### config.mk
export PLATFORM = sky130hd
export DESIGN_NAME = blob_extract_top
export DESIGN_NICKNAME = d
export VERILOG_FILES = /design/src/source/blob_extract_pkg.sv /design/src/source/fill_stack.sv /design/src/source/flood_fill_engine.sv /design/src/source/blob_stats.sv /design/src/source/record_queue.sv /design/src/source/blob_extract_top.sv
export SDC_FILE = /design/constraint.sdc
export NUM_CORES = 1
export LEC_CHECK = 0
export BUFFER_PORTS_ARGS = -buffer_cell sky130_fd_sc_hd__buf_2
export CORE_MARGIN = 1.5
export CORE_UTILIZATION = 40
export CTS_CLUSTER_DIAMETER = 150
export CTS_CLUSTER_SIZE = 14
export DETAILED_ROUTE_END_ITERATION = 16
export PLACE_DENSITY = 0.57
export SETUP_SLACK_MARGIN = 0.05
export SYNTH_ARGS = -nofsm -noshare
export SYNTH_HDL_FRONTEND = slang
export SYNTH_SLANG_ARGS = --single-unit
### constraint.sdc
create_clock -name modified_clock_two_div_by_two -period 7.2 [get_ports modified_clock_two_div_by_two]
set_input_delay 0.72 -clock modified_clock_two_div_by_two [delete_from_list [all_inputs] [get_ports modified_clock_two_div_by_two]]
set_output_delay 0.72 -clock modified_clock_two_div_by_two [all_outputs]
set_load 0.01 [all_outputs]
### src/source/blob_extract_pkg.sv
`default_nettype none

package blob_extract_pkg;

	// x or y of one pixel
	typedef logic [7:0] coord_t;

	// word address into the image memory
	typedef logic [15:0] pix_addr_t;

	// one image word holds background, zero (unlabelled) or a label
	typedef logic [7:0] pixel_t;

	typedef logic [7:0] label_t;

	// pixel count of one blob
	typedef logic [15:0] blob_size_t;

	// labels 0 and 1 are taken by foreground and background
	localparam label_t FIRST_LABEL = label_t'(2);

endpackage

`default_nettype wire

### src/source/fill_stack.sv
`default_nettype none

module fill_stack
	import blob_extract_pkg::*;
#(
	parameter int STACK_DEPTH = 32
) (
	input  wire logic modified_clock_two_div_by_two,
	input  wire logic arst_n,
	input  wire logic push,
	input  wire logic pop,
	input  coord_t    push_x,
	input  coord_t    push_y,
	output coord_t    top_x,
	output coord_t    top_y,
	output logic      stack_empty
);

	localparam int AW = $clog2(STACK_DEPTH);
	localparam int PW = $clog2(STACK_DEPTH + 1);

	coord_t          mem_x [STACK_DEPTH];
	coord_t          mem_y [STACK_DEPTH];
	logic [PW-1:0]   sp;     // number of entries
	logic [AW-1:0]   wr_idx;
	logic [AW-1:0]   rd_idx;

	assign wr_idx      = sp[AW-1:0];
	assign rd_idx      = wr_idx - 1'b1; // top entry
	assign stack_empty = (sp == '0);

	always_ff @(posedge modified_clock_two_div_by_two or negedge arst_n) begin
		if (!arst_n) begin
			sp <= '0;
		end else if (push) begin
			sp <= sp + 1'b1;
		end else if (pop) begin
			sp <= sp - 1'b1;
		end
	end

	// popped pair shows up one cycle later
	always_ff @(posedge modified_clock_two_div_by_two) begin
		if (push) begin
			mem_x[wr_idx] <= push_x;
			mem_y[wr_idx] <= push_y;
		end
		if (pop) begin
			top_x <= mem_x[rd_idx];
			top_y <= mem_y[rd_idx];
		end
	end

endmodule

`default_nettype wire

### src/source/flood_fill_engine.sv
`default_nettype none

module flood_fill_engine
	import blob_extract_pkg::*;
#(
	parameter int IMG_WIDTH  = 16,
	parameter int IMG_HEIGHT = 8,
	parameter int MARGIN     = 1
) (
	input  wire logic modified_clock_two_div_by_two,
	input  wire logic arst_n,
	input  wire logic start,
	input  pixel_t    mem_rdata,
	input  coord_t    top_x,
	input  coord_t    top_y,
	input  wire logic stack_empty,
	input  wire logic queue_has_room,
	output pix_addr_t mem_addr,
	output logic      mem_wren,
	output pixel_t    mem_wdata,
	output logic      push,
	output logic      pop,
	output coord_t    push_x,
	output coord_t    push_y,
	output logic      pix_valid,
	output logic      blob_open,
	output logic      blob_close,
	output coord_t    pix_x,
	output coord_t    pix_y,
	output logic      extraction_done
);

	// inner window inside the margin
	localparam coord_t XMIN = coord_t'(MARGIN);
	localparam coord_t XMAX = coord_t'(IMG_WIDTH - MARGIN - 1);
	localparam coord_t YMIN = coord_t'(MARGIN);
	localparam coord_t YMAX = coord_t'(IMG_HEIGHT - MARGIN - 1);

	typedef enum logic [4:0] {
		S_IDLE,
		S_SCAN_RD,
		S_SCAN_CHK,
		S_SCAN_NEXT,
		S_POP,
		S_POPD,
		S_UP_RD,
		S_UP_CHK,
		S_DN_RD,
		S_DN_CHK,
		S_WR,
		S_L_RD,
		S_L_CHK,
		S_R_RD,
		S_R_CHK,
		S_COL_END,
		S_CLOSE,
		S_DONE
	} fill_state_t;

	fill_state_t state;
	coord_t      sx, sy;         // raster scan position
	coord_t      cx, cy;         // fill cursor
	label_t      label;
	logic        span_left;
	logic        span_right;
	coord_t      rd_x, rd_y;
	logic        pix_zero;

	function automatic pix_addr_t pix_addr(input coord_t x, input coord_t y);
		return pix_addr_t'(y) * pix_addr_t'(IMG_WIDTH) + pix_addr_t'(x);
	endfunction

	assign pix_zero = (mem_rdata == pixel_t'(0));

	// address follows the state so the data comes back in the next cycle
	always_comb begin
		rd_x = cx;
		rd_y = cy;
		case (state)
			S_SCAN_RD: begin
				rd_x = sx;
				rd_y = sy;
			end
			S_UP_RD: rd_y = cy - 1'b1;
			S_L_RD:  rd_x = cx - 1'b1;
			S_R_RD:  rd_x = cx + 1'b1;
			default: ;
		endcase
	end

	assign mem_addr        = pix_addr(rd_x, rd_y);
	assign mem_wren        = (state == S_WR);
	assign mem_wdata       = label;
	assign pop             = (state == S_POP);
	assign pix_valid       = (state == S_WR);
	assign pix_x           = cx;
	assign pix_y           = cy;
	assign blob_open       = (state == S_SCAN_CHK) && pix_zero && queue_has_room;
	assign blob_close      = (state == S_CLOSE);
	assign extraction_done = (state == S_DONE);

	always_comb begin
		push   = 1'b0;
		push_x = cx;
		push_y = cy;
		case (state)
			S_SCAN_CHK: begin
				push   = pix_zero && queue_has_room; // seed
				push_x = sx;
				push_y = sy;
			end
			S_L_CHK: begin
				push   = pix_zero && !span_left;
				push_x = cx - 1'b1;
			end
			S_R_CHK: begin
				push   = pix_zero && !span_right;
				push_x = cx + 1'b1;
			end
			default: ;
		endcase
	end

	always_ff @(posedge modified_clock_two_div_by_two or negedge arst_n) begin
		if (!arst_n) begin
			state      <= S_IDLE;
			sx         <= XMIN;
			sy         <= YMIN;
			cx         <= XMIN;
			cy         <= YMIN;
			label      <= FIRST_LABEL;
			span_left  <= 1'b0;
			span_right <= 1'b0;
		end else begin
			case (state)
				S_IDLE, S_DONE: begin
					if (start) begin
						sx    <= XMIN;
						sy    <= YMIN;
						label <= FIRST_LABEL;
						state <= S_SCAN_RD;
					end
				end
				S_SCAN_RD: state <= S_SCAN_CHK;
				S_SCAN_CHK: begin
					if (!pix_zero) begin
						state <= S_SCAN_NEXT;
					end else if (queue_has_room) begin
						state <= S_POP;
					end else begin
						state <= S_SCAN_RD; // hold until a record drains
					end
				end
				S_SCAN_NEXT: begin
					if (sx == XMAX) begin
						sx <= XMIN;
						if (sy == YMAX) begin
							state <= S_DONE;
						end else begin
							sy    <= sy + 1'b1;
							state <= S_SCAN_RD;
						end
					end else begin
						sx    <= sx + 1'b1;
						state <= S_SCAN_RD;
					end
				end
				S_POP: state <= S_POPD;
				S_POPD: begin
					cx         <= top_x;
					cy         <= top_y;
					span_left  <= 1'b0;
					span_right <= 1'b0;
					state      <= S_UP_RD;
				end
				S_UP_RD: state <= (cy == YMIN) ? S_DN_RD : S_UP_CHK;
				S_UP_CHK: begin
					if (pix_zero) begin
						cy    <= cy - 1'b1;
						state <= S_UP_RD;
					end else begin
						state <= S_DN_RD;
					end
				end
				S_DN_RD:  state <= S_DN_CHK;
				S_DN_CHK: state <= pix_zero ? S_WR : S_COL_END;
				S_WR:     state <= S_L_RD;
				S_L_RD: begin
					if (cx == XMIN) begin
						span_left <= 1'b0;
						state     <= S_R_RD;
					end else begin
						state <= S_L_CHK;
					end
				end
				S_L_CHK: begin
					span_left <= pix_zero;
					state     <= S_R_RD;
				end
				S_R_RD: begin
					if (cx == XMAX) begin
						span_right <= 1'b0;
						if (cy == YMAX) begin
							state <= S_COL_END;
						end else begin
							cy    <= cy + 1'b1;
							state <= S_DN_RD;
						end
					end else begin
						state <= S_R_CHK;
					end
				end
				S_R_CHK: begin
					span_right <= pix_zero;
					if (cy == YMAX) begin
						state <= S_COL_END;
					end else begin
						cy    <= cy + 1'b1;
						state <= S_DN_RD;
					end
				end
				S_COL_END: state <= stack_empty ? S_CLOSE : S_POP;
				S_CLOSE: begin
					label <= label + 1'b1;
					state <= S_SCAN_NEXT; // resume after the seed
				end
				default: state <= S_IDLE;
			endcase
		end
	end

endmodule

`default_nettype wire

### src/source/blob_stats.sv
`default_nettype none

module blob_stats
	import blob_extract_pkg::*;
(
	input  wire logic modified_clock_two_div_by_two,
	input  wire logic arst_n,
	input  wire logic start,
	input  wire logic pix_valid,
	input  wire logic blob_open,
	input  wire logic blob_close,
	input  coord_t    pix_x,
	input  coord_t    pix_y,
	output logic      rec_push,
	output label_t    rec_label,
	output blob_size_t rec_size,
	output coord_t    rec_min_x,
	output coord_t    rec_min_y,
	output coord_t    rec_max_x,
	output coord_t    rec_max_y
);

	label_t next_label; // tracks the engine's label counter

	always_ff @(posedge modified_clock_two_div_by_two or negedge arst_n) begin
		if (!arst_n) begin
			next_label <= FIRST_LABEL;
			rec_push   <= 1'b0;
		end else begin
			rec_push <= blob_close; // record is complete one cycle later
			if (start) begin
				next_label <= FIRST_LABEL;
			end else if (blob_open) begin
				next_label <= next_label + 1'b1;
			end
		end
	end

	// accumulators double as the record fields
	always_ff @(posedge modified_clock_two_div_by_two) begin
		if (blob_open) begin
			rec_label <= next_label;
			rec_size  <= '0;
		end else if (pix_valid) begin
			rec_size <= rec_size + 1'b1;
			if (rec_size == '0) begin
				rec_min_x <= pix_x; // first pixel sets the box
				rec_max_x <= pix_x;
				rec_min_y <= pix_y;
				rec_max_y <= pix_y;
			end else begin
				if (pix_x < rec_min_x)
					rec_min_x <= pix_x;
				if (pix_x > rec_max_x)
					rec_max_x <= pix_x;
				if (pix_y < rec_min_y)
					rec_min_y <= pix_y;
				if (pix_y > rec_max_y)
					rec_max_y <= pix_y;
			end
		end
	end

endmodule

`default_nettype wire

### src/source/record_queue.sv
`default_nettype none

module record_queue
	import blob_extract_pkg::*;
#(
	parameter int RECORD_DEPTH = 4
) (
	input  wire logic  modified_clock_two_div_by_two,
	input  wire logic  arst_n,
	input  wire logic  rec_push,
	input  label_t     rec_label,
	input  blob_size_t rec_size,
	input  coord_t     rec_min_x,
	input  coord_t     rec_min_y,
	input  coord_t     rec_max_x,
	input  coord_t     rec_max_y,
	input  wire logic  blob_ready,
	output logic       queue_has_room,
	output logic       blob_valid,
	output label_t     blob_label,
	output blob_size_t blob_size,
	output coord_t     blob_min_x,
	output coord_t     blob_min_y,
	output coord_t     blob_max_x,
	output coord_t     blob_max_y
);

	localparam int AW = (RECORD_DEPTH > 1) ? $clog2(RECORD_DEPTH) : 1;
	localparam int CW = $clog2(RECORD_DEPTH + 1);
	localparam logic [AW-1:0] LAST = AW'(RECORD_DEPTH - 1);

	label_t        q_label [RECORD_DEPTH];
	blob_size_t    q_size  [RECORD_DEPTH];
	coord_t        q_min_x [RECORD_DEPTH];
	coord_t        q_min_y [RECORD_DEPTH];
	coord_t        q_max_x [RECORD_DEPTH];
	coord_t        q_max_y [RECORD_DEPTH];
	logic [AW-1:0] wr_ptr;
	logic [AW-1:0] rd_ptr;
	logic [CW-1:0] count;
	logic          wr_en;
	logic          rd_en;

	assign queue_has_room = (count < CW'(RECORD_DEPTH));
	assign blob_valid     = (count != '0);
	assign wr_en          = rec_push && queue_has_room;
	assign rd_en          = blob_valid && blob_ready;

	// head entry stays put until it is taken
	assign blob_label = q_label[rd_ptr];
	assign blob_size  = q_size[rd_ptr];
	assign blob_min_x = q_min_x[rd_ptr];
	assign blob_min_y = q_min_y[rd_ptr];
	assign blob_max_x = q_max_x[rd_ptr];
	assign blob_max_y = q_max_y[rd_ptr];

	always_ff @(posedge modified_clock_two_div_by_two or negedge arst_n) begin
		if (!arst_n) begin
			wr_ptr <= '0;
			rd_ptr <= '0;
			count  <= '0;
		end else begin
			if (wr_en)
				wr_ptr <= (wr_ptr == LAST) ? '0 : wr_ptr + 1'b1;
			if (rd_en)
				rd_ptr <= (rd_ptr == LAST) ? '0 : rd_ptr + 1'b1;
			if (wr_en && !rd_en)
				count <= count + 1'b1;
			else if (rd_en && !wr_en)
				count <= count - 1'b1;
		end
	end

	always_ff @(posedge modified_clock_two_div_by_two) begin
		if (wr_en) begin
			q_label[wr_ptr] <= rec_label;
			q_size[wr_ptr]  <= rec_size;
			q_min_x[wr_ptr] <= rec_min_x;
			q_min_y[wr_ptr] <= rec_min_y;
			q_max_x[wr_ptr] <= rec_max_x;
			q_max_y[wr_ptr] <= rec_max_y;
		end
	end

endmodule

`default_nettype wire

### src/source/blob_extract_top.sv
`default_nettype none

module blob_extract_top
	import blob_extract_pkg::*;
#(
	parameter int IMG_WIDTH    = 16,
	parameter int IMG_HEIGHT   = 8,
	parameter int MARGIN       = 1,
	parameter int STACK_DEPTH  = 32,
	parameter int RECORD_DEPTH = 4
) (
	input  wire logic       modified_clock_two_div_by_two,
	input  wire logic       arst_n,
	input  wire logic       start,
	output logic            extraction_done,
	output pix_addr_t       mem_addr,
	output logic            mem_wren,
	output pixel_t          mem_wdata,
	input  pixel_t          mem_rdata,
	output logic            blob_valid,
	input  wire logic       blob_ready,
	output label_t          blob_label,
	output blob_size_t      blob_size,
	output coord_t          blob_min_x,
	output coord_t          blob_min_y,
	output coord_t          blob_max_x,
	output coord_t          blob_max_y
);

	// engine <-> stack
	logic   push;
	logic   pop;
	coord_t push_x;
	coord_t push_y;
	coord_t top_x;
	coord_t top_y;
	logic   stack_empty;

	// engine -> stats
	logic   pix_valid;
	logic   blob_open;
	logic   blob_close;
	coord_t pix_x;
	coord_t pix_y;

	// stats -> queue
	logic       rec_push;
	label_t     rec_label;
	blob_size_t rec_size;
	coord_t     rec_min_x;
	coord_t     rec_min_y;
	coord_t     rec_max_x;
	coord_t     rec_max_y;
	logic       queue_has_room;

	flood_fill_engine #(
		.IMG_WIDTH  (IMG_WIDTH),
		.IMG_HEIGHT (IMG_HEIGHT),
		.MARGIN     (MARGIN)
	) u_engine (
		.modified_clock_two_div_by_two (modified_clock_two_div_by_two),
		.arst_n          (arst_n),
		.start           (start),
		.mem_rdata       (mem_rdata),
		.top_x           (top_x),
		.top_y           (top_y),
		.stack_empty     (stack_empty),
		.queue_has_room  (queue_has_room),
		.mem_addr        (mem_addr),
		.mem_wren        (mem_wren),
		.mem_wdata       (mem_wdata),
		.push            (push),
		.pop             (pop),
		.push_x          (push_x),
		.push_y          (push_y),
		.pix_valid       (pix_valid),
		.blob_open       (blob_open),
		.blob_close      (blob_close),
		.pix_x           (pix_x),
		.pix_y           (pix_y),
		.extraction_done (extraction_done)
	);

	fill_stack #(
		.STACK_DEPTH (STACK_DEPTH)
	) u_stack (
		.modified_clock_two_div_by_two (modified_clock_two_div_by_two),
		.arst_n      (arst_n),
		.push        (push),
		.pop         (pop),
		.push_x      (push_x),
		.push_y      (push_y),
		.top_x       (top_x),
		.top_y       (top_y),
		.stack_empty (stack_empty)
	);

	blob_stats u_stats (
		.modified_clock_two_div_by_two (modified_clock_two_div_by_two),
		.arst_n     (arst_n),
		.start      (start),
		.pix_valid  (pix_valid),
		.blob_open  (blob_open),
		.blob_close (blob_close),
		.pix_x      (pix_x),
		.pix_y      (pix_y),
		.rec_push   (rec_push),
		.rec_label  (rec_label),
		.rec_size   (rec_size),
		.rec_min_x  (rec_min_x),
		.rec_min_y  (rec_min_y),
		.rec_max_x  (rec_max_x),
		.rec_max_y  (rec_max_y)
	);

	record_queue #(
		.RECORD_DEPTH (RECORD_DEPTH)
	) u_queue (
		.modified_clock_two_div_by_two (modified_clock_two_div_by_two),
		.arst_n         (arst_n),
		.rec_push       (rec_push),
		.rec_label      (rec_label),
		.rec_size       (rec_size),
		.rec_min_x      (rec_min_x),
		.rec_min_y      (rec_min_y),
		.rec_max_x      (rec_max_x),
		.rec_max_y      (rec_max_y),
		.blob_ready     (blob_ready),
		.queue_has_room (queue_has_room),
		.blob_valid     (blob_valid),
		.blob_label     (blob_label),
		.blob_size      (blob_size),
		.blob_min_x     (blob_min_x),
		.blob_min_y     (blob_min_y),
		.blob_max_x     (blob_max_x),
		.blob_max_y     (blob_max_y)
	);

endmodule

`default_nettype wire

=== Word-level counts from Yosys, hierarchy flattened ===
Memories as Yosys holds them, arrays and structs flattened. A register that Yosys moved wholly into a read port is not among the register bits.
Cells that the tools add are included.

* Input port bits: 12
* Register bits: 125
* Memory bits (writable): 736
* Memories: 8

* Order comparisons: 5
* Reductions and logical operators: 41
* Bitwise gates (word level): 1
* Muxes and demuxes: 54
* $add $sub $neg: 17
* Equality and inequality tests: 31

{| class="wikitable"
|+ Memories
! memory !! words !! width !! rd ports !! clocked after Yosys merged registers in !! wr ports !! line !! text
|-
| u_stack.mem_x || 32 || 8 || 1 || 1 || 1 || fill_stack.sv:22 || <nowiki>coord_t mem_x [STACK_DEPTH];</nowiki>
|-
| u_stack.mem_y || 32 || 8 || 1 || 1 || 1 || fill_stack.sv:23 || <nowiki>coord_t mem_y [STACK_DEPTH];</nowiki>
|-
| u_queue.q_size || 4 || 16 || 1 || 0 || 1 || record_queue.sv:33 || <nowiki>blob_size_t q_size [RECORD_DEPTH];</nowiki>
|-
| u_queue.q_label || 4 || 8 || 1 || 0 || 1 || record_queue.sv:32 || <nowiki>label_t q_label [RECORD_DEPTH];</nowiki>
|-
| u_queue.q_max_x || 4 || 8 || 1 || 0 || 1 || record_queue.sv:36 || <nowiki>coord_t q_max_x [RECORD_DEPTH];</nowiki>
|-
| u_queue.q_max_y || 4 || 8 || 1 || 0 || 1 || record_queue.sv:37 || <nowiki>coord_t q_max_y [RECORD_DEPTH];</nowiki>
|-
| 2 more memories || -- || -- || -- || -- || -- || -- ||
|}

{| class="wikitable"
|+ Operator list
! cell !! number
|-
| 2-to-1 mux 8 bit || 19
|-
| case mux 5 bit (17 select lines) || 1
|-
| case mux 8 bit (2 select lines) || 4
|-
| adder 8 x 1 -> 8 bit, second input constant || 6
|-
| case mux 8 bit (3 select lines) || 2
|-
| == test 5 x 4 -> 1 bit, second input constant || 8
|-
| case mux 8 bit (4 select lines) || 1
|-
| 2-to-1 mux 5 bit || 6
|-
| == test 5 x 3 -> 1 bit, second input constant || 4
|-
| nonzero test 2 bit || 9
|-
| adder 16 x 1 -> 16 bit, second input constant || 1
|-
| == test 8 x 1 -> 1 bit, second input constant || 2
|-
| == test 8 x 3 -> 1 bit, second input constant || 2
|-
| == test 8 x 4 -> 1 bit, second input constant || 2
|-
| greater-than comparator 8 bit || 2
|-
| zero test 16 bit || 1
|-
| < comparator 8 bit || 2
|-
| subtractor 8 x 1 -> 8 bit, second input constant || 2
|-
| 2-to-1 mux 3 bit || 5
|-
| AND reduction 3 bit || 5
|-
| adder 12 x 8 -> 13 bit || 1
|-
| 2-to-1 mux 6 bit || 2
|-
| == test 5 x 2 -> 1 bit, second input constant || 2
|-
| == test 5 bit, second input constant || 2
|-
| other kinds (26) || 58
|}

=== Depth between registers and ports, before layout ===
* Depth in word-level cells: 6
* Depth in mapped cells: 15
* Gate-level depth less buffers: 14

=== Cells and area by module ===
Synthesis repeated with hierarchy kept, for this count alone.

* Cells, all modules: 2121
* Area total of the unflattened synthesis: 37224.5 µm²

{| class="wikitable"
|+ Modules (own cells, without submodules)
! module !! cells each !! area each (µm²) !! times used
|-
| fill_stack || 965 || 21129.0 || 1
|-
| record_queue || 332 || 8528.2 || 1
|-
| flood_fill_engine || 547 || 4416.7 || 1
|-
| blob_stats || 277 || 3150.5 || 1
|}

=== Least setup slack after synthesis ===
Ideal clock, no wire load.

* Path type: reg2reg
* Start point: register u_engine.state[4]
* End point: memory u_stack.mem_x[0][2] in the netlist's numbering, data pin
* Path slack: 3.219 ns
* Stages on the path, launching flop included: 6
* Buffers on the path: 2
* Arrival time: 3.365 ns
* Setup time: 0.615 ns
* Path through: dfrtp_1 > clkbuf_1 > nor3b_2 > nand2_1 > clkbuf_1 > o311ai_0

* Cells in the longest elaborated chain, start to end: 2
* Elaborated cells on any way between the ends: 4

{| class="wikitable"
|+ RTL lines
! item !! line !! text
|-
| start, declared || flood_fill_engine.sv:60 || <nowiki>fill_state_t state;</nowiki>
|-
| start signal, assigned || flood_fill_engine.sv:176 || <nowiki>S_UP_RD: state <= (cy == YMIN) ? S_DN_RD : S_UP_CHK;</nowiki>
|-
| start signal, assigned || flood_fill_engine.sv:186 || <nowiki>S_DN_CHK: state <= pix_zero ? S_WR : S_COL_END;</nowiki>
|-
| == test 5 x 4 -> 1 bit or == test 5 x 2 -> 1 bit (tied branches) || flood_fill_engine.sv:106 || <nowiki>case (state)</nowiki>
|-
| case mux 8 bit (3 select lines) (*) || flood_fill_engine.sv:106 ||
|-
| net push_x[2] || blob_extract_top.sv:33 || <nowiki>coord_t push_x;</nowiki>
|-
| end, declared || fill_stack.sv:22 ||
|}

Mark *: on every way through the listed nets, which the timed path passes. The rest lies on a longest branch.

=== Worst setup path in the final report ===
* Start point: register u_engine.state[1]
* End point: output port mem_addr[12]

* Cells in the longest elaborated chain, start to end: 3
* Elaborated cells on any way between the ends: 7

{| class="wikitable"
|+ RTL lines
! item !! line !! text
|-
| == test 5 x 4 -> 1 bit (tied with other cells) || flood_fill_engine.sv:79 || <nowiki>case (state)</nowiki>
|-
| case mux 8 bit (3 select lines) or case mux 8 bit (2 select lines) (tied branches) || flood_fill_engine.sv:79 ||
|-
| adder 12 x 8 -> 13 bit (*) || flood_fill_engine.sv:70 || <nowiki>return pix_addr_t'(y) * pix_addr_t'(IMG_WIDTH) + pix_addr_t'(x);</nowiki>
|-
| end, declared || blob_extract_top.sv:16 || <nowiki>output pix_addr_t mem_addr,</nowiki>
|}

Mark *: on every way between the ends. The rest lies on a longest branch, timed or not.

==> results.txt <==
CTS root buffer: clkbuf_16
Die W: 304 um
Pre-Repair DR Iteration Count: 5
Cell variety after synth: 74
Grt total ovfl: 0
WL final: 83.4 mm
Total core area: 89,900 um^2
Post-CTS sizing: 0
Area leader, netlist: edfxtp_1
Endpoint type of the worst setup path: output pin
Vias in the first global route: 19,080
CTS Buffer Depth: 3
Synth-to-Final Area Change: 11.2%
# DRC: 0
Area after DPL: 38,200 um^2
Flops & latches, synth: 877
Final Hold Fails: 0
M3 GR Usage: 2.73%
Status: complete, no violations
Arr. time, crit path: 5.08 ns
Routed Antenna Nets: 0
Largest net degree at the start of global routing: 70
Via Count: 18,725
Worst-skew pair later-pin latency: 0.64 ns
Hold Path Class: primary input to async pin
Global route hottest layer: met2
Clk sinks: 877
HPWL Detailed: 50.3 mm
RSZ-0062 raised after global routing: no
Setup Viol. Count Final: 0
Least-Margin Pin Slew: 1.28 ns
DP Worst Slack: 2.07 ns
Setup bufs post-CTS: 0
Ys Warns: 0
Final #Nets: 2,183
Async set-reset flop share out of synthesis: 7.87%
Worst path required time: 6.48 ns
Ys flop type: edfxtp_1
Initial antenna violation count: 2
Vias per std cell: 5.65
Share of cells above drive strength 1: 23.8%
Initial core utilization: 40.3%
Final period util: 80.5%
Syn Std Cell Area: 36,200 um^2
Routed wire per std cell: 25.2 um
Ant. Diodes: 0
Maxcap violations: 0
First-pass GRT wire length: 125 mm
Post-route cell area: 40,300 um^2
Final worst slack: 1.40 ns
Max Slew Vio Count: 0
All-layer global routing usage: 18.2%
Power Total: 16,700 uW
Crit path kind: flip-flop to output pin
VDD IR max: 0.254 mV
IO Pins: 95
Sequential cell area: 25,800 um^2
Multi-input logic area: 9830 um^2
Row count: 110
CP startpoint kind: flip-flop
Post-synth top area share: 65.7%
Final Skew: 0.0313 ns
Number of H-tree levels: 3
Placer Congestion: 0.845
Leak pwr: 0.0133 uW
Fmax: 173 MHz
Top cells by area, synth: edfxtp_1 66%, mux4_2 13%, dfrtp_1 4.4%
Setup TNS: 0 ns
Starting DRC count in detailed routing: 1,959
Die H: 304 um
Placed cell count: 3,206
Clock Pin Slew Worst Setup and Hold Paths: 0.08 ns
Port bufs: 91
Die area: 92,300 um^2
Fin cells: 3,316
CTS Hold Bufs: 0
FILL cells: 7,642
Inserted Clock Buffers: 72
Pwr per Cell Area: 414 nW/um^2
TritonCTS clock tree: yes
GRT met1 Usage: 25.3%
Slew headroom: 14.8%
Number of synthesized flops with an enable pin: 792
Critical path peak fanout: 35
M2 GR Usage: 30.4%
Synthesized instance count: 1,975
Syn_area_per_cell: 18.3 um^2
Seq/Total Area, Yosys: 71.4%
Post-route minimum period: 5.80 ns
final cells by class:
cell class | count | share of cell area [%]
Clock inverter | 6 | 0.211
Sequential cell | 877 | 64.2
Timing Repair Buffer | 145 | 2.14
Multi-Input combinational cell | 951 | 24.4
Tap cell | 1176 | 3.65
Clock buffer | 104 | 4.88
Inverter | 57 | 0.531
logic make-up (layout without fill, tap and decap cells):
group | after synthesis | count (layout) | share of synthesized area, %
AOI/OAI and AO/OA | 199 | 199 | 3.53
and+or+nand+nor | 376 | 376 | 5.04
muxes | 250 | 250 | 14.5
other | 1 | 3 | 0.0104
DFF | 877 | 877 | 71.4
adders and majority gates | 67 | 67 | 2.38
xor gates and xnor gates | 56 | 56 | 1.35
buffers and inverters | 149 | 312 | 1.83
path summary, 6_finish.rpt:
| path | cells after the start | endpoint | slack (ns) | startpoint |
|---|---|---|---|---|
| min in group modified_clock_two_div_by_two | 3 | u_queue.rd_ptr[0] | 0.48 | blob_ready |
| setup reg to reg | 6 | u_stack.top_x[0] | 2.80 | u_stack.sp[0] |
| hold / removal | 1 | u_queue.count[2] | 0.23 | arst_n |
| hold reg to reg | 1 | u_engine.pix_x[6] | 0.48 | u_stack.top_x[6] |
| max in group asynchronous | 1 | u_stack.sp[0] | 6.25 | arst_n |
| setup / recovery | 12 | mem_addr[12] | 1.40 | u_engine.state[1] |
where the power goes:
group | switching, uW | leakage (uW) | total (uW) | internal, uW
registers | 616 | 0.00819 | 7080 | 6470
clock network | 1740 | 0.000982 | 3640 | 1900
logic | 3300 | 0.00416 | 5940 | 2650
total | 5660 | 0.0133 | 16700 | 11000
per-layer routing:
layer	up-vias	routed length (um)
li1	8142	-
met1	9896	36400
met2	569	41300
met3	116	4160
met4	2	1610
met5	-	13
layout by cell type (no fill, tap or decap), drive strengths merged, types with 16 or more instances in the layout:
cell type,n
edfxtp,792
mux4,216
buf,145
nor2,115
clkbuf,104
nand2,95
o21ai,69
ha,64
dfrtp,63
inv,58
a21oi,38
xor2,35
nand3,34
mux2,31
nand4,26
xnor2,21
nor3,19
and3,16
dfxtp,16
critical path: stages, from the launching register on:
cell	delay, ns
dfrtp_1	0.80
or3_1	0.58
nor2_1	0.86
a221oi_1	0.29
a21oi_1	0.24
o21ai_0	0.15
fa_1	0.50
inv_1	0.07
a21o_1	0.11
a21oi_1	0.12
nor3_1	0.27
nor3b_1	0.25
buf_2	0.17
through the flow:
stage	utilization (%)	hold slack (ns)
detailed placement	42.5	0.466
floorplan	-	0.424
finish	44.8	0.229
CTS	44.8	0.244
global placement	42.5	0.464
global route	44.8	0.274
registers in the layout, indices dropped and copies added, names as in the netlist, 16 cells and up:
signal and flops:
u_queue.q_max_y 32, u_queue.q_min_y 32, u_queue.q_label 32, u_stats.rec_size 16, u_stack.mem_y 256, u_queue.q_size 64, u_queue.q_min_x 32, u_queue.q_max_x 32
u_stack.mem_x 256
cell usage after synthesis, types with 4 or more instances:
master,count
edfxtp_1,792
mux4_2,216
nor2_1,114
nand2_1,95
o21ai_0,68
ha_1,64
dfrtp_1,63
inv_1,55
clkbuf_1,51
a21oi_1,38
xor2_1,35
nand3_1,34
mux2_2,27
nand4_1,26
buf_2,23
xnor2_1,21
and3_1,16
dfxtp_1,16
nor3_1,16
nor2b_1,14
or3_1,12
a21o_1,11
a22oi_1,10
nor4_1,10
nand2b_1,9
o22ai_1,9
buf_6,8
o211ai_1,7
a22o_1,6
and2_1,6
buf_1,6
dfstp_2,6
a221o_1,5
a221oi_1,5
a31oi_1,5
nand3b_1,5
buf_4,4
mux2_1,4
o21a_1,4
o21bai_1,4
o221ai_1,4
Note: power is estimated with default switching activity, not from simulation.
